### src/hdl/lar_op_pkg.sv
`default_nettype none

package lar_op_pkg;

	// operation carried by a write request
	typedef enum logic [1:0] {
		WR_DATA = 2'd0,
		WR_LOAD = 2'd1,
		WR_STORE = 2'd2
	} wr_op_e;

	// command sent to the shared data slots
	typedef enum logic [3:0] {
		SLOT_NOP = 4'd0,
		SLOT_SET_DATA = 4'd1,
		SLOT_ALLOC_LOAD = 4'd2,
		SLOT_ALLOC_STORE = 4'd3,
		SLOT_REF_INC = 4'd4,
		SLOT_REF_DEC = 4'd5,
		SLOT_FREE = 4'd6,
		SLOT_REBASE_LOAD = 4'd7,
		SLOT_REBASE_STORE = 4'd8
	} slot_cmd_e;

	// memory sequencing FSM of the write controller
	typedef enum logic [1:0] {
		ST_IDLE = 2'd0,
		ST_WRITE_BACK = 2'd1,
		ST_FETCH = 2'd2
	} ctrl_state_e;

endpackage

`default_nettype wire

### src/hdl/lar_cfg_pkg.sv
`default_nettype none

package lar_cfg_pkg;

	// full byte address of a lar
	localparam int ADDR_WIDTH = 32;

	// low address bits that pick a byte inside one 8-byte line
	localparam int OFFSET_WIDTH = 3;

	// line address, also the word address on the bus
	localparam int BASE_WIDTH = ADDR_WIDTH - OFFSET_WIDTH;

	// one shared data word
	localparam int DATA_WIDTH = 64;

	// reference counter width, room for 31 sharers
	localparam int REF_WIDTH = 5;

	typedef logic [ADDR_WIDTH-1:0] addr_t;
	typedef logic [BASE_WIDTH-1:0] base_addr_t;
	typedef logic [DATA_WIDTH-1:0] lar_data_t;
	typedef logic [REF_WIDTH-1:0] ref_cnt_t;

endpackage

`default_nettype wire
### src/hdl/lar_shared_slot.sv
`default_nettype none

module lar_shared_slot
	import lar_cfg_pkg::*;
	import lar_op_pkg::*;
#(
	parameter int NUM_LARS = 16,
	parameter int SLOT_TAG = 1,
	localparam int IDX_W = $clog2(NUM_LARS)
) (
	input logic clk,
	input logic reset_i,

	input slot_cmd_e cmd_a_i,
	input logic [IDX_W-1:0] tag_a_i,
	input lar_data_t data_a_i,

	input slot_cmd_e cmd_b_i,
	input logic [IDX_W-1:0] tag_b_i,
	input lar_data_t data_b_i,
	input base_addr_t base_b_i,

	// line address of the incoming write
	input base_addr_t probe_base_i,

	output logic hit_o,
	output base_addr_t base_o,
	output lar_data_t data_o,
	output ref_cnt_t ref_o,
	output logic dirty_o
);

	logic sel_a;
	logic sel_b;

	base_addr_t base_q;
	lar_data_t data_q;
	ref_cnt_t ref_q;
	logic dirty_q;

	assign sel_a = (tag_a_i == IDX_W'(SLOT_TAG));
	assign sel_b = (tag_b_i == IDX_W'(SLOT_TAG));

	// a free slot never aliases
	assign hit_o = (ref_q != '0) && (base_q == probe_base_i);

	assign base_o = base_q;
	assign data_o = data_q;
	assign ref_o = ref_q;
	assign dirty_o = dirty_q;

	always_ff @(posedge clk)
	begin
		if (reset_i)
		begin
			ref_q <= '0;
			dirty_q <= 1'b0;
		end
		else
		begin
			// old slot side
			if (sel_a)
			begin
				case (cmd_a_i)
				SLOT_SET_DATA:
				begin
					// only a real change needs a write-back later
					if (data_q != data_a_i)
					begin
						dirty_q <= 1'b1;
					end
					data_q <= data_a_i;
				end
				SLOT_REF_DEC:
				begin
					ref_q <= ref_q - 1'b1;
				end
				SLOT_FREE:
				begin
					ref_q <= '0;
					dirty_q <= 1'b0;
				end
				default:
				begin
				end
				endcase
			end

			// new slot side, never the same slot as channel a
			if (sel_b)
			begin
				case (cmd_b_i)
				SLOT_SET_DATA:
				begin
					// fetch fill matches memory
					data_q <= data_b_i;
					dirty_q <= 1'b0;
				end
				SLOT_REF_INC:
				begin
					ref_q <= ref_q + 1'b1;
				end
				SLOT_ALLOC_LOAD:
				begin
					// adds one user, a popped slot starts at zero
					ref_q <= ref_q + 1'b1;
					base_q <= base_b_i;
					dirty_q <= 1'b0;
				end
				SLOT_ALLOC_STORE:
				begin
					// also used when a store joins a resident line
					ref_q <= ref_q + 1'b1;
					base_q <= base_b_i;
					data_q <= data_b_i;
					dirty_q <= 1'b1;
				end
				SLOT_REBASE_LOAD:
				begin
					base_q <= base_b_i;
					dirty_q <= 1'b0;
				end
				SLOT_REBASE_STORE:
				begin
					// data stays, now owed to the new line
					base_q <= base_b_i;
					dirty_q <= 1'b1;
				end
				default:
				begin
				end
				endcase
			end
		end
	end

endmodule

`default_nettype wire

### config.mk
export PLATFORM = sky130hd
export DESIGN_NAME = lar_shared_slot
export DESIGN_NICKNAME = d
export VERILOG_FILES = /design/src/hdl/lar_op_pkg.sv /design/src/hdl/lar_cfg_pkg.sv /design/src/hdl/lar_shared_slot.sv
export SDC_FILE = /design/constraint.sdc
export NUM_CORES = 1
export LEC_CHECK = 0
export ABC_AREA = 1
export BUFFER_PORTS_ARGS = -buffer_cell sky130_fd_sc_hd__clkbuf_2
export CORE_ASPECT_RATIO = 0.9
export CORE_MARGIN = 1.5
export CORE_UTILIZATION = 43
export DETAILED_ROUTE_END_ITERATION = 8
export GPL_ROUTABILITY_DRIVEN = 0
export PLACE_DENSITY_LB_ADDON = 0.05
export SLEW_MARGIN = 5
export SYNTH_ARGS = -nofsm -noshare
export SYNTH_HDL_FRONTEND = slang
export SYNTH_SLANG_ARGS = --single-unit
export TNS_END_PERCENT = 10
### constraint.sdc
create_clock -name clk -period 2.65 [get_ports clk]
set_input_delay 0.6625 -clock clk [delete_from_list [all_inputs] [get_ports clk]]
set_output_delay 0.6625 -clock clk [all_outputs]
set_load 0.02 [all_outputs]
==> results of run 1 <==
[routing by layer]
metal  share of wire, %  wire (um)  global-route usage (%)
met4                2.2        382                    7.49
met3                6.9       1180                    6.14
met1                 44       7550                    28.3
met2                 47       7960                    36.3
met5                  0          0                       0
[power by group through the flow]
stage	sequential [W]	combinational, W	clock, W
finish	0.00184	0.000637	0.00133
global route	0.00185	0.000723	0.00142
CTS	0.00184	0.000643	0.00137
detailed placement	0.00187	0.000641	0
global placement	0.00187	0.000633	0
floorplan	0.00195	0.000264	0
[area by class of cell]
| cell class | count | area, um2 |
|---|---|---|
| multi-input cells | 601 | 2770 |
| well taps | 193 | 241 |
| clock buffers | 10 | 229 |
| fillers | 1430 | 5840 |
| clock inverters | 6 | 66.3 |
| inverters | 131 | 493 |
| flip-flops and latches | 99 | 2920 |
| repair buffers | 315 | 1660 |
[placed cells by master, fill, tap and decap left out, types with 2 or more instances in the layout]
| cell | instances |
|---|---|
| nand4_1 | 3 |
| ha_1 | 2 |
| nor2_2 | 2 |
| inv_2 | 2 |
| clkbuf_16 | 9 |
| a211oi_1 | 2 |
| nor4_1 | 4 |
| nor3_1 | 3 |
| clkbuf_2 | 302 |
| xor2_1 | 27 |
| nor2_1 | 63 |
| dfxtp_2 | 2 |
| xnor2_1 | 14 |
| buf_12 | 4 |
| clkinvlp_4 | 3 |
| o21ai_1 | 3 |
| o21ai_0 | 62 |
| inv_1 | 128 |
| clkinv_2 | 2 |
| nand3_1 | 16 |
| nor3_2 | 2 |
| o31ai_1 | 2 |
| a21oi_1 | 60 |
| dfxtp_1 | 4 |
| edfxtp_1 | 93 |
| a31oi_1 | 11 |
| buf_4 | 8 |
| nand2_1 | 320 |
[synth_stat cells (all sizes together) (3+ instances only)]
cell	instances	share of area (%)
a21oi	60	4.7
a31oi	11	1.1
buf	19	2.1
clkbuf	8	0.47
dfxtp	6	1.9
edfxtp	93	44
inv	130	7.7
nand2	322	19
nand3	16	1.3
nand4	3	0.30
nor2	65	3.9
nor3	5	0.55
nor4	5	0.73
o21ai	65	5.1
xnor2	14	1.9
xor2	27	3.7
[sequential cells by signal (all words and copies together) (netlist names)]
| name | count |
|---|---|
| data_o | 64 |
| dirty_o | 1 |
| base_o | 29 |
| ref_o | 5 |
[kinds of logic (layout without fill, tap and decap cells)]
logic type / after synthesis / after routing
AOI/OAI and AO/OA: 142 / 142
xor gates and xnor gates: 41 / 41
adders and majority gates: 2 / 2
buffers and inverters: 158 / 462
DFF: 99 / 99
and+or+nand+nor: 416 / 416
[per-stage QoR]
stage          power, W  setup slack, ns  instance area [um2]  util (%)  std cells
2_1_floorplan   0.00221            0.220                 6330         -        858
3_3_place_gp    0.00250            0.307                 8080      56.8       1339
3_5_place_dp    0.00251            0.302                 8080      56.8       1339
4_1_cts         0.00385            0.135                 8370      58.9       1355
5_1_grt         0.00399          0.00838                 8370      58.9       1355
6_report        0.00381            0.194                 8370      58.9       1355
[final timing paths]
| check | start | end | slack (ns) | cells after the start |
|---|---|---|---|---|
| max | ref_o[0] | hit_o | 0.19 | 8 |
| min | base_b_i[6] | base_o[6] | 0.48 | 1 |
| max reg2reg | data_o[22] | dirty_o | 1.14 | 12 |
| min reg2reg | ref_o[0] | ref_o[0] | 0.51 | 2 |
==> out/results.ini, run 1 <==
[cts]
holdBufCountCts = 0
cts_root_buf = clkbuf_16
numCtsBuffers = 9
clkLatencyLatePin_ns = 0.35
clk_path_buf_depth = 2
cts_sinks = 99
post_cts_buffers = 0
cts_resized = 0
clk_pin_slew_ns = 0.07
cts_tree = done
htree_levels = 3

[synth]
synth_cell_types = 31
ys_seq_elements = 99
synthMuxAreaShare_pct = 0
syn_area_per_cell_um2 = 7.38
syn-cell-area_um2 = 6330
async_reset_ff_share_pct = 0
synthSimpleGateAreaFrac_pct = 25.9
yosys_warnings = 0
synthFlopType = edfxtp_1
synth_edf_count = 93
synth_top_family_by_area = simple AND/OR/NAND/NOR gates
synth_fa_ha_area_share_pct = 0.395
synth_xor_area_share_pct = 5.67
netlist_instances = 858
synth-compound-area-share_pct = 11.7
syn_nets = 1064
ys_seq_area_share_pct = 46.0

[power]
switching_share_pct = 26.5
p_leak_nw = 4.41
p_switching_w = 0.00101
clkPwrFrac_pct = 35.0
seq_power_share_pct = 48.3
powerDensity_nw_per_um2 = 455
peakVddDrop_mv = 0.316
internal_power_w = 0.00280
power_frac_comb_pct = 16.7

[critical_path]
critPathMaxStageDelay_ns = 0.36
cp_common_cell = nand2_1
arrival_ns = 1.79
crit_type = reg -> out
crit_slowest_cell = dfxtp_2
cp_top_family = simple AND/OR/NAND/NOR gates
worstPathRequired_ns = 1.99
crit_chain = inv_1 > ha_1 > nand2_1 > nor3_1 > nor4_1 > nand2_1 > nor2_1 > buf_2
end_kind = primary output
startpoint_type = flip-flop
worst-path-buf-inv = 2
worstPathMaxFanout = 5

[drt]
viasPerCell = 4.56
vias = 6175
drcViolationCount = 0
drtPass1Iterations = 5
initialDrtViolationCount = 326
drt.antenna.violating_nets = 0
wirelength_um = 17100
wire_per_inst_um = 12.6

[timing]
rsz0062_at_grt = no
setup_violations = 0
finalCritPeriodShare_pct = 92.7
drv_slew = 0
hold_ws_ns = 0.481
final.min_clock_period_ns = 2.46
finalHoldViolCount = 0
worstMarginPinSlew_ns = 0.523
fin_worst_skew_ns = 0.00518
finalSetupTns_ns = 0
relSlewSlack_pct = 65.1
maxClockFrequency_ghz = 0.407

[die]
io_pins = 304
coreArea_um2 = 14200
die_h_um = 118
initial_core_util_pct = 44.6
dieArea_um2 = 15500
row_count = 41
die_w_um = 131

[run_status]
status = finished, final reports clean

[grt]
grt_start_max_net_pins = 67
gr-total-overflow = 0
grt_pass1_wl_um = 26800
grt_pass1_vias = 5610
grt_antenna_before_repair = 0
grtUsageTotal_pct = 22.3

[place]
hpwl_um = 13200
io_buffers = 303

[final_layout]
post_route_cells_drive_above_1_share_pct = 29.4
final_nets = 1363
antenna_cells = 0
area_growth_pct = 32.3

[min_path]
min_path_type = in -> reg

[flow_run]
cap_viol_max_count = 0

Power figures use the tool's default switching activity.
==> run 2: changes to the inputs <==
Settings changed: ABC_AREA 1 to not set, BUFFER_PORTS_ARGS -buffer_cell sky130_fd_sc_hd__clkbuf_2 to not set, CORE_UTILIZATION 43 to 45, DONT_BUFFER_PORTS set to 1, SLEW_MARGIN 5 to 20.
==> out/results.ini, run 2 <==
[cts]
clk_path_buf_depth = 2  ; unchanged
post_cts_buffers = 0  ; unchanged
htree_levels = 3  ; unchanged
numCtsBuffers = 9  ; unchanged
cts_tree = done
clkLatencyLatePin_ns = 0.36  ; about the same
cts_sinks = 99  ; unchanged
clk_pin_slew_ns = 0.07  ; about the same
holdBufCountCts = 0  ; unchanged
cts_root_buf = clkbuf_16

[final_layout]
area_growth_pct = 10.6
final_cell_mix = edfxtp_1 (93), xnor2_1 (75), nand2_1 (72)
layout_commonest_cell = edfxtp_1
final_nets = 725  ; -47%
fillCellCount = 1130  ; -21%
largest_register_ffs = 64  ; unchanged
final_cell_area_um2 = 6440  ; -23%
post_route_cells_drive_above_1_share_pct = 8.97  ; -20 points
antenna_cells = 0  ; unchanged

[power]
peakVddDrop_mv = 0.453  ; +43%
p_leak_nw = 1.84  ; -58%
powerDensity_nw_per_um2 = 561  ; +23%

[critical_path]
crit_chain = xor2_1 > nor4_2 > nand4_1 > nor4_2 > buf_4
cp_common_cell = nor4_2
end_kind = primary output
r2r_setup_slack_ns = 0.58  ; -0.56 ns
cp_top_family = simple AND/OR/NAND/NOR gates
crit_type = reg -> out
crit_slowest_cell = edfxtp_1
worstPathRequired_ns = 1.99  ; about the same
critPathMaxStageDelay_ns = 0.52  ; +0.16 ns
worstPathMaxFanout = 2  ; -3
startpoint_type = flip-flop
arrival_ns = 1.97  ; +0.18 ns
r2r_start = data_o[14]
worst-path-buf-inv = 1  ; -1
crit_start = base_o[17]

[synth]
synthTopCellsByArea = edfxtp_1 (48%), xnor2_1 (11%), mux2i_1 (11%)
yosys_warnings = 0  ; unchanged
synth_cell_types = 49  ; +58%
yosys.area.top_type_share_pct = 48.0  ; +3.8 points
ys_seq_elements = 99  ; unchanged
async_reset_ff_share_pct = 0  ; unchanged
synthSimpleGateAreaFrac_pct = 12.1  ; -14 points
synth.most_common_cell = edfxtp_1
synth_edf_count = 93  ; unchanged
synth_top_family_by_area = XOR/XNOR gates
syn_nets = 723  ; -32%
syn_area_per_cell_um2 = 11.3  ; +53%
synth_top_cell_by_area = edfxtp_1
synth_commonest_cells = edfxtp_1 (93), xnor2_1 (75), nand2_1 (72), mux2i_1 (64), o21ai_0 (37)
ys_seq_area_share_pct = 50.0  ; +4.0 points
synthMuxAreaShare_pct = 11.0  ; +11 points
syn-cell-area_um2 = 5820  ; -8.0%
synthFlopType = edfxtp_1
netlist_instances = 517  ; -40%
synth_xor_area_share_pct = 14.3  ; +8.6 points
synth-compound-area-share_pct = 9.13  ; -2.5 points
synth_fa_ha_area_share_pct = 0.430  ; +0.034 points

[timing]
maxClockFrequency_ghz = 0.379  ; -6.8%
drv_slew = 0  ; unchanged
finalHoldViolCount = 0  ; unchanged
worstMarginPinSlew_ns = 0.493  ; -0.0302 ns
hold_ws_ns = 0.366  ; -0.115 ns
setup_violations = 0  ; unchanged
fin_worst_skew_ns = 0.00713  ; +0.00195 ns
final.min_clock_period_ns = 2.64  ; +0.180 ns
rsz0062_at_grt = yes
finalCritPeriodShare_pct = 99.5  ; +6.8 points
relSlewSlack_pct = 67.1  ; +2.0 points
finalSetupTns_ns = 0  ; unchanged

[grt]
gr-total-overflow = 0  ; unchanged
grtUsageTotal_pct = 22.2  ; -0.091 points
grt_antenna_before_repair = 0  ; unchanged
grt_pass1_vias = 4013  ; -28%
grt_pass1_wl_um = 22500  ; -16%
grt_start_max_net_pins = 46  ; -31%

[die]
die_h_um = 111  ; -6.1%
initial_core_util_pct = 46.1  ; +1.5 points
coreArea_um2 = 12600  ; -11%
die_w_um = 123  ; -6.1%
row_count = 39  ; -4.9%
io_pins = 304  ; unchanged
dieArea_um2 = 13600  ; -12%

[drt]
drcViolationCount = 0  ; unchanged
drtPass1Iterations = 4  ; -1
wirelength_um = 15300  ; -10%
initialDrtViolationCount = 227  ; -30%
wire_per_inst_um = 22.3  ; +77%
viasPerCell = 5.71  ; +25%
vias = 3930  ; -36%
drt.antenna.violating_nets = 0  ; unchanged

[flow_run]
cap_viol_max_count = 0  ; unchanged

[place]
io_buffers = 0  ; -100%
placed_area_um2 = 6100  ; -24%
hpwl_um = 12000  ; -9.1%

[run_status]
status = finished, final reports clean

[min_path]
min_path_type = in -> reg
hp-start = reset_i

run 2: final timing paths:
check,endpoint,cells after the start
worst max-delay path,hit_o,5
worst min-delay path,ref_o[4],1
worst max register to register,dirty_o,6
worst min register to register,ref_o[0],3
run 2: cells by family after synthesis:
group,count (synthesis)
xor gates and xnor gates,95
adders and majority gates,2
AOI/OAI and AO/OA,94
DFF,99
muxes,64
and+or+nand+nor,134
buffers and inverters,29
run 2: repair_timing:
item / CTS / global route
resized for setup: 1 / 3
pin swaps: 0 / 3
endpoints found under the setup margin: 1 / 1
hold endpoints to repair: 0 / 0
run 2: layout make-up:
| cell class | instances | area (um2) | share of cell area, % |
|---|---|---|---|
| sequential | 99 | 2910 | 45.2 |
| multi-input combinational | 389 | 2770 | 43.0 |
| clock buffer | 9 | 225 | 3.50 |
| timing repair buffer | 15 | 213 | 3.30 |
| tap | 164 | 205 | 3.19 |
| clock inverter | 7 | 92.6 | 1.44 |
| inverter | 5 | 18.8 | 0.291 |
run 2: per-stage QoR:
| step | total power [W] | worst slack [ns] | cells | utilization (%) |
|---|---|---|---|---|
| detailed placement | 0.00225 | 0.124 | 672 | 48.3 |
| global route | 0.00375 | -0.0752 | 688 | 51.0 |
| CTS | 0.00366 | -0.0302 | 688 | 50.8 |
| global placement | 0.00224 | 0.153 | 672 | 48.3 |
| finish | 0.00361 | 0.0138 | 688 | 51.0 |
| floorplan | 0.00217 | 0.114 | 517 | - |
run 2: power by group:
part,internal [W],total [W],switching (W),leakage (nW)
Sequential,0.00179,0.00194,0.000149,0.937
Clock,0.000759,0.00140,0.000639,0.156
Combinational,0.000144,0.000277,0.000133,0.751
run 2: metal layers:
| metal | part of all wire (%) | GRT usage, % |
|---|---|---|
| met5 | 0 | 0 |
| met4 | 1.8 | 6.82 |
| met3 | 11 | 8.49 |
| met2 | 47 | 35.4 |
| met1 | 40 | 27.7 |
==> run 3: changes to the inputs <==
Settings changed: ABC_AREA set to 1.
==> out/results.ini, run 3 (synthesized netlist as in run 1, its figures left out) <==
[run_status]
status = finished, final reports clean

[die]
coreArea_um2 = 13600  ; +7.3%
die_h_um = 116  ; +4.2%
die_w_um = 128  ; +4.2%
io_pins = 304  ; unchanged
row_count = 40  ; +2.6%
dieArea_um2 = 14800  ; +8.5%
initial_core_util_pct = 46.7  ; +0.60 points

[final_layout]
antenna_cells = 0  ; unchanged
area_growth_pct = 8.70
largest_register_ffs = 64  ; unchanged
fillCellCount = 1309  ; +16%
final_cell_mix = nand2_1 (320), inv_1 (128), edfxtp_1 (93)
seq_area_um2 = 2910  ; about the same
final_nets = 1061  ; +46%
fin_util_pct = 50.7  ; -0.22 points
layout_commonest_cell = nand2_1
post_route_cells_drive_above_1_share_pct = 4.42  ; -4.6 points
multi_input_area_um2 = 2790  ; +0.50%

[drt]
wire_per_inst_um = 16.1  ; -28%
viasPerCell = 5.09  ; -11%
vias = 5339  ; +36%
drcViolationCount = 0  ; unchanged
drt.antenna.violating_nets = 0  ; unchanged
drtPass1Iterations = 4  ; unchanged
initialDrtViolationCount = 338  ; +49%
wirelength_um = 16900  ; +10%

[place]
hpwl_um = 12900  ; +7.6%
io_buffers = 0  ; unchanged

[cts]
post_cts_buffers = 0  ; unchanged
cts_tree = done
clk_path_buf_depth = 2  ; unchanged
cts_sinks = 99  ; unchanged
numCtsBuffers = 9  ; unchanged
clk_pin_slew_ns = 0.07  ; about the same
cts_root_buf = clkbuf_16
clkLatencyLatePin_ns = 0.35  ; about the same
htree_levels = 3  ; unchanged

[timing]
finalCritPeriodShare_pct = 91.4  ; -8.0 points
maxClockFrequency_ghz = 0.413  ; +8.8%
worstMarginPinSlew_ns = 0.643  ; +0.150 ns
rsz0062_at_grt = no
hold_ws_ns = 0.377  ; +0.0114 ns
setup_violations = 0  ; unchanged
finalSetupTns_ns = 0  ; unchanged
fin_worst_skew_ns = 0.00689  ; -0.000240 ns
relSlewSlack_pct = 57.2  ; -9.9 points
final.min_clock_period_ns = 2.42  ; -0.213 ns
finalHoldViolCount = 0  ; unchanged
drv_slew = 0  ; unchanged

[critical_path]
arrival_ns = 1.76  ; -0.21 ns
cp_top_family = simple AND/OR/NAND/NOR gates
end_kind = primary output
worst-path-buf-inv = 0  ; -1
crit_type = reg -> out
worstPathRequired_ns = 1.99  ; about the same
crit_chain = xnor2_1 > o21ai_0 > nor3_1 > nand3_1 > nor2_4
startpoint_type = flip-flop
critPathMaxStageDelay_ns = 0.51  ; about the same
worstPathMaxFanout = 2  ; unchanged
crit_slowest_cell = edfxtp_1

[flow_run]
cap_viol_max_count = 0  ; unchanged

[grt]
grt_pass1_wl_um = 25400  ; +13%
gr-total-overflow = 0  ; unchanged
grt_start_max_net_pins = 67  ; +46%
grtUsageTotal_pct = 22.4  ; +0.20 points
grt_antenna_before_repair = 0  ; unchanged
grt_pass1_vias = 5053  ; +26%

[power]
peakVddDrop_mv = 0.357  ; -21%
p_leak_nw = 3.17  ; +72%
powerDensity_nw_per_um2 = 544  ; -3.1%

[min_path]
min_path_type = in -> reg

## run 3: cell types whose count changed in the layout (fill, tap and decap cells not counted), moves of 13 or more
cell     change
nand2_1    +248
inv_1      +124
mux2i_1     -64
xnor2_1     -61
nor2_1      +57
a21oi_1     +54
o21ai_1     -32
o21ai_0     +25
nand4_1     -18
nand3_1     +13
## run 3: path summary, 6_finish.rpt
check             endpoint  startpoint  cells past startpoint  slack (ns)
setup / recovery     hit_o  base_o[22]                      5        0.23
hold / removal    ref_o[0]     reset_i                      1        0.38
setup reg to reg   dirty_o  data_o[22]                     13        1.00
hold reg to reg   ref_o[0]    ref_o[0]                      3        0.59
## run 3: power by group
part	switching, W	internal [W]
Clock	0.000577	0.000912
Sequential	0.000141	0.00179
Combinational	0.000189	0.000133
## run 3: final cells by class
cell class / instances / area share [%]
clock buffer: 9 / 3.27
clock inverter: 7 / 1.55
inverter: 131 / 7.16
multi-input combinational: 601 / 40.5
sequential: 99 / 42.3
tap: 189 / 3.44
timing repair buffer: 13 / 1.78
## run 3: through the flow
stage	worst slack [ns]	std cells	area (um2)	power [W]
finish	0.227	1049	6880	0.00374
global route	0.0375	1049	6880	0.00390
CTS	0.0832	1049	6870	0.00378
detailed placement	0.346	1033	6540	0.00229
global placement	0.330	1033	6540	0.00228
floorplan	0.220	858	6330	0.00221
## run 3: metal layers
metal / share of wire (%) / up-vias / GRT usage (%)
li1: - / 2711 / -
met2: 47 / 186 / 37.1
met1: 40 / 2419 / 25.7
met3: 11 / 23 / 11.3
met5: 0 / - / 0
met4: 1.9 / 0 / 6.52
## run 3: timing repair
item / 4_1_cts / 5_1_grt
endpoints found under the setup margin: 0 / 1
hold buffers: 0 / 0
resized for setup: 0 / 3
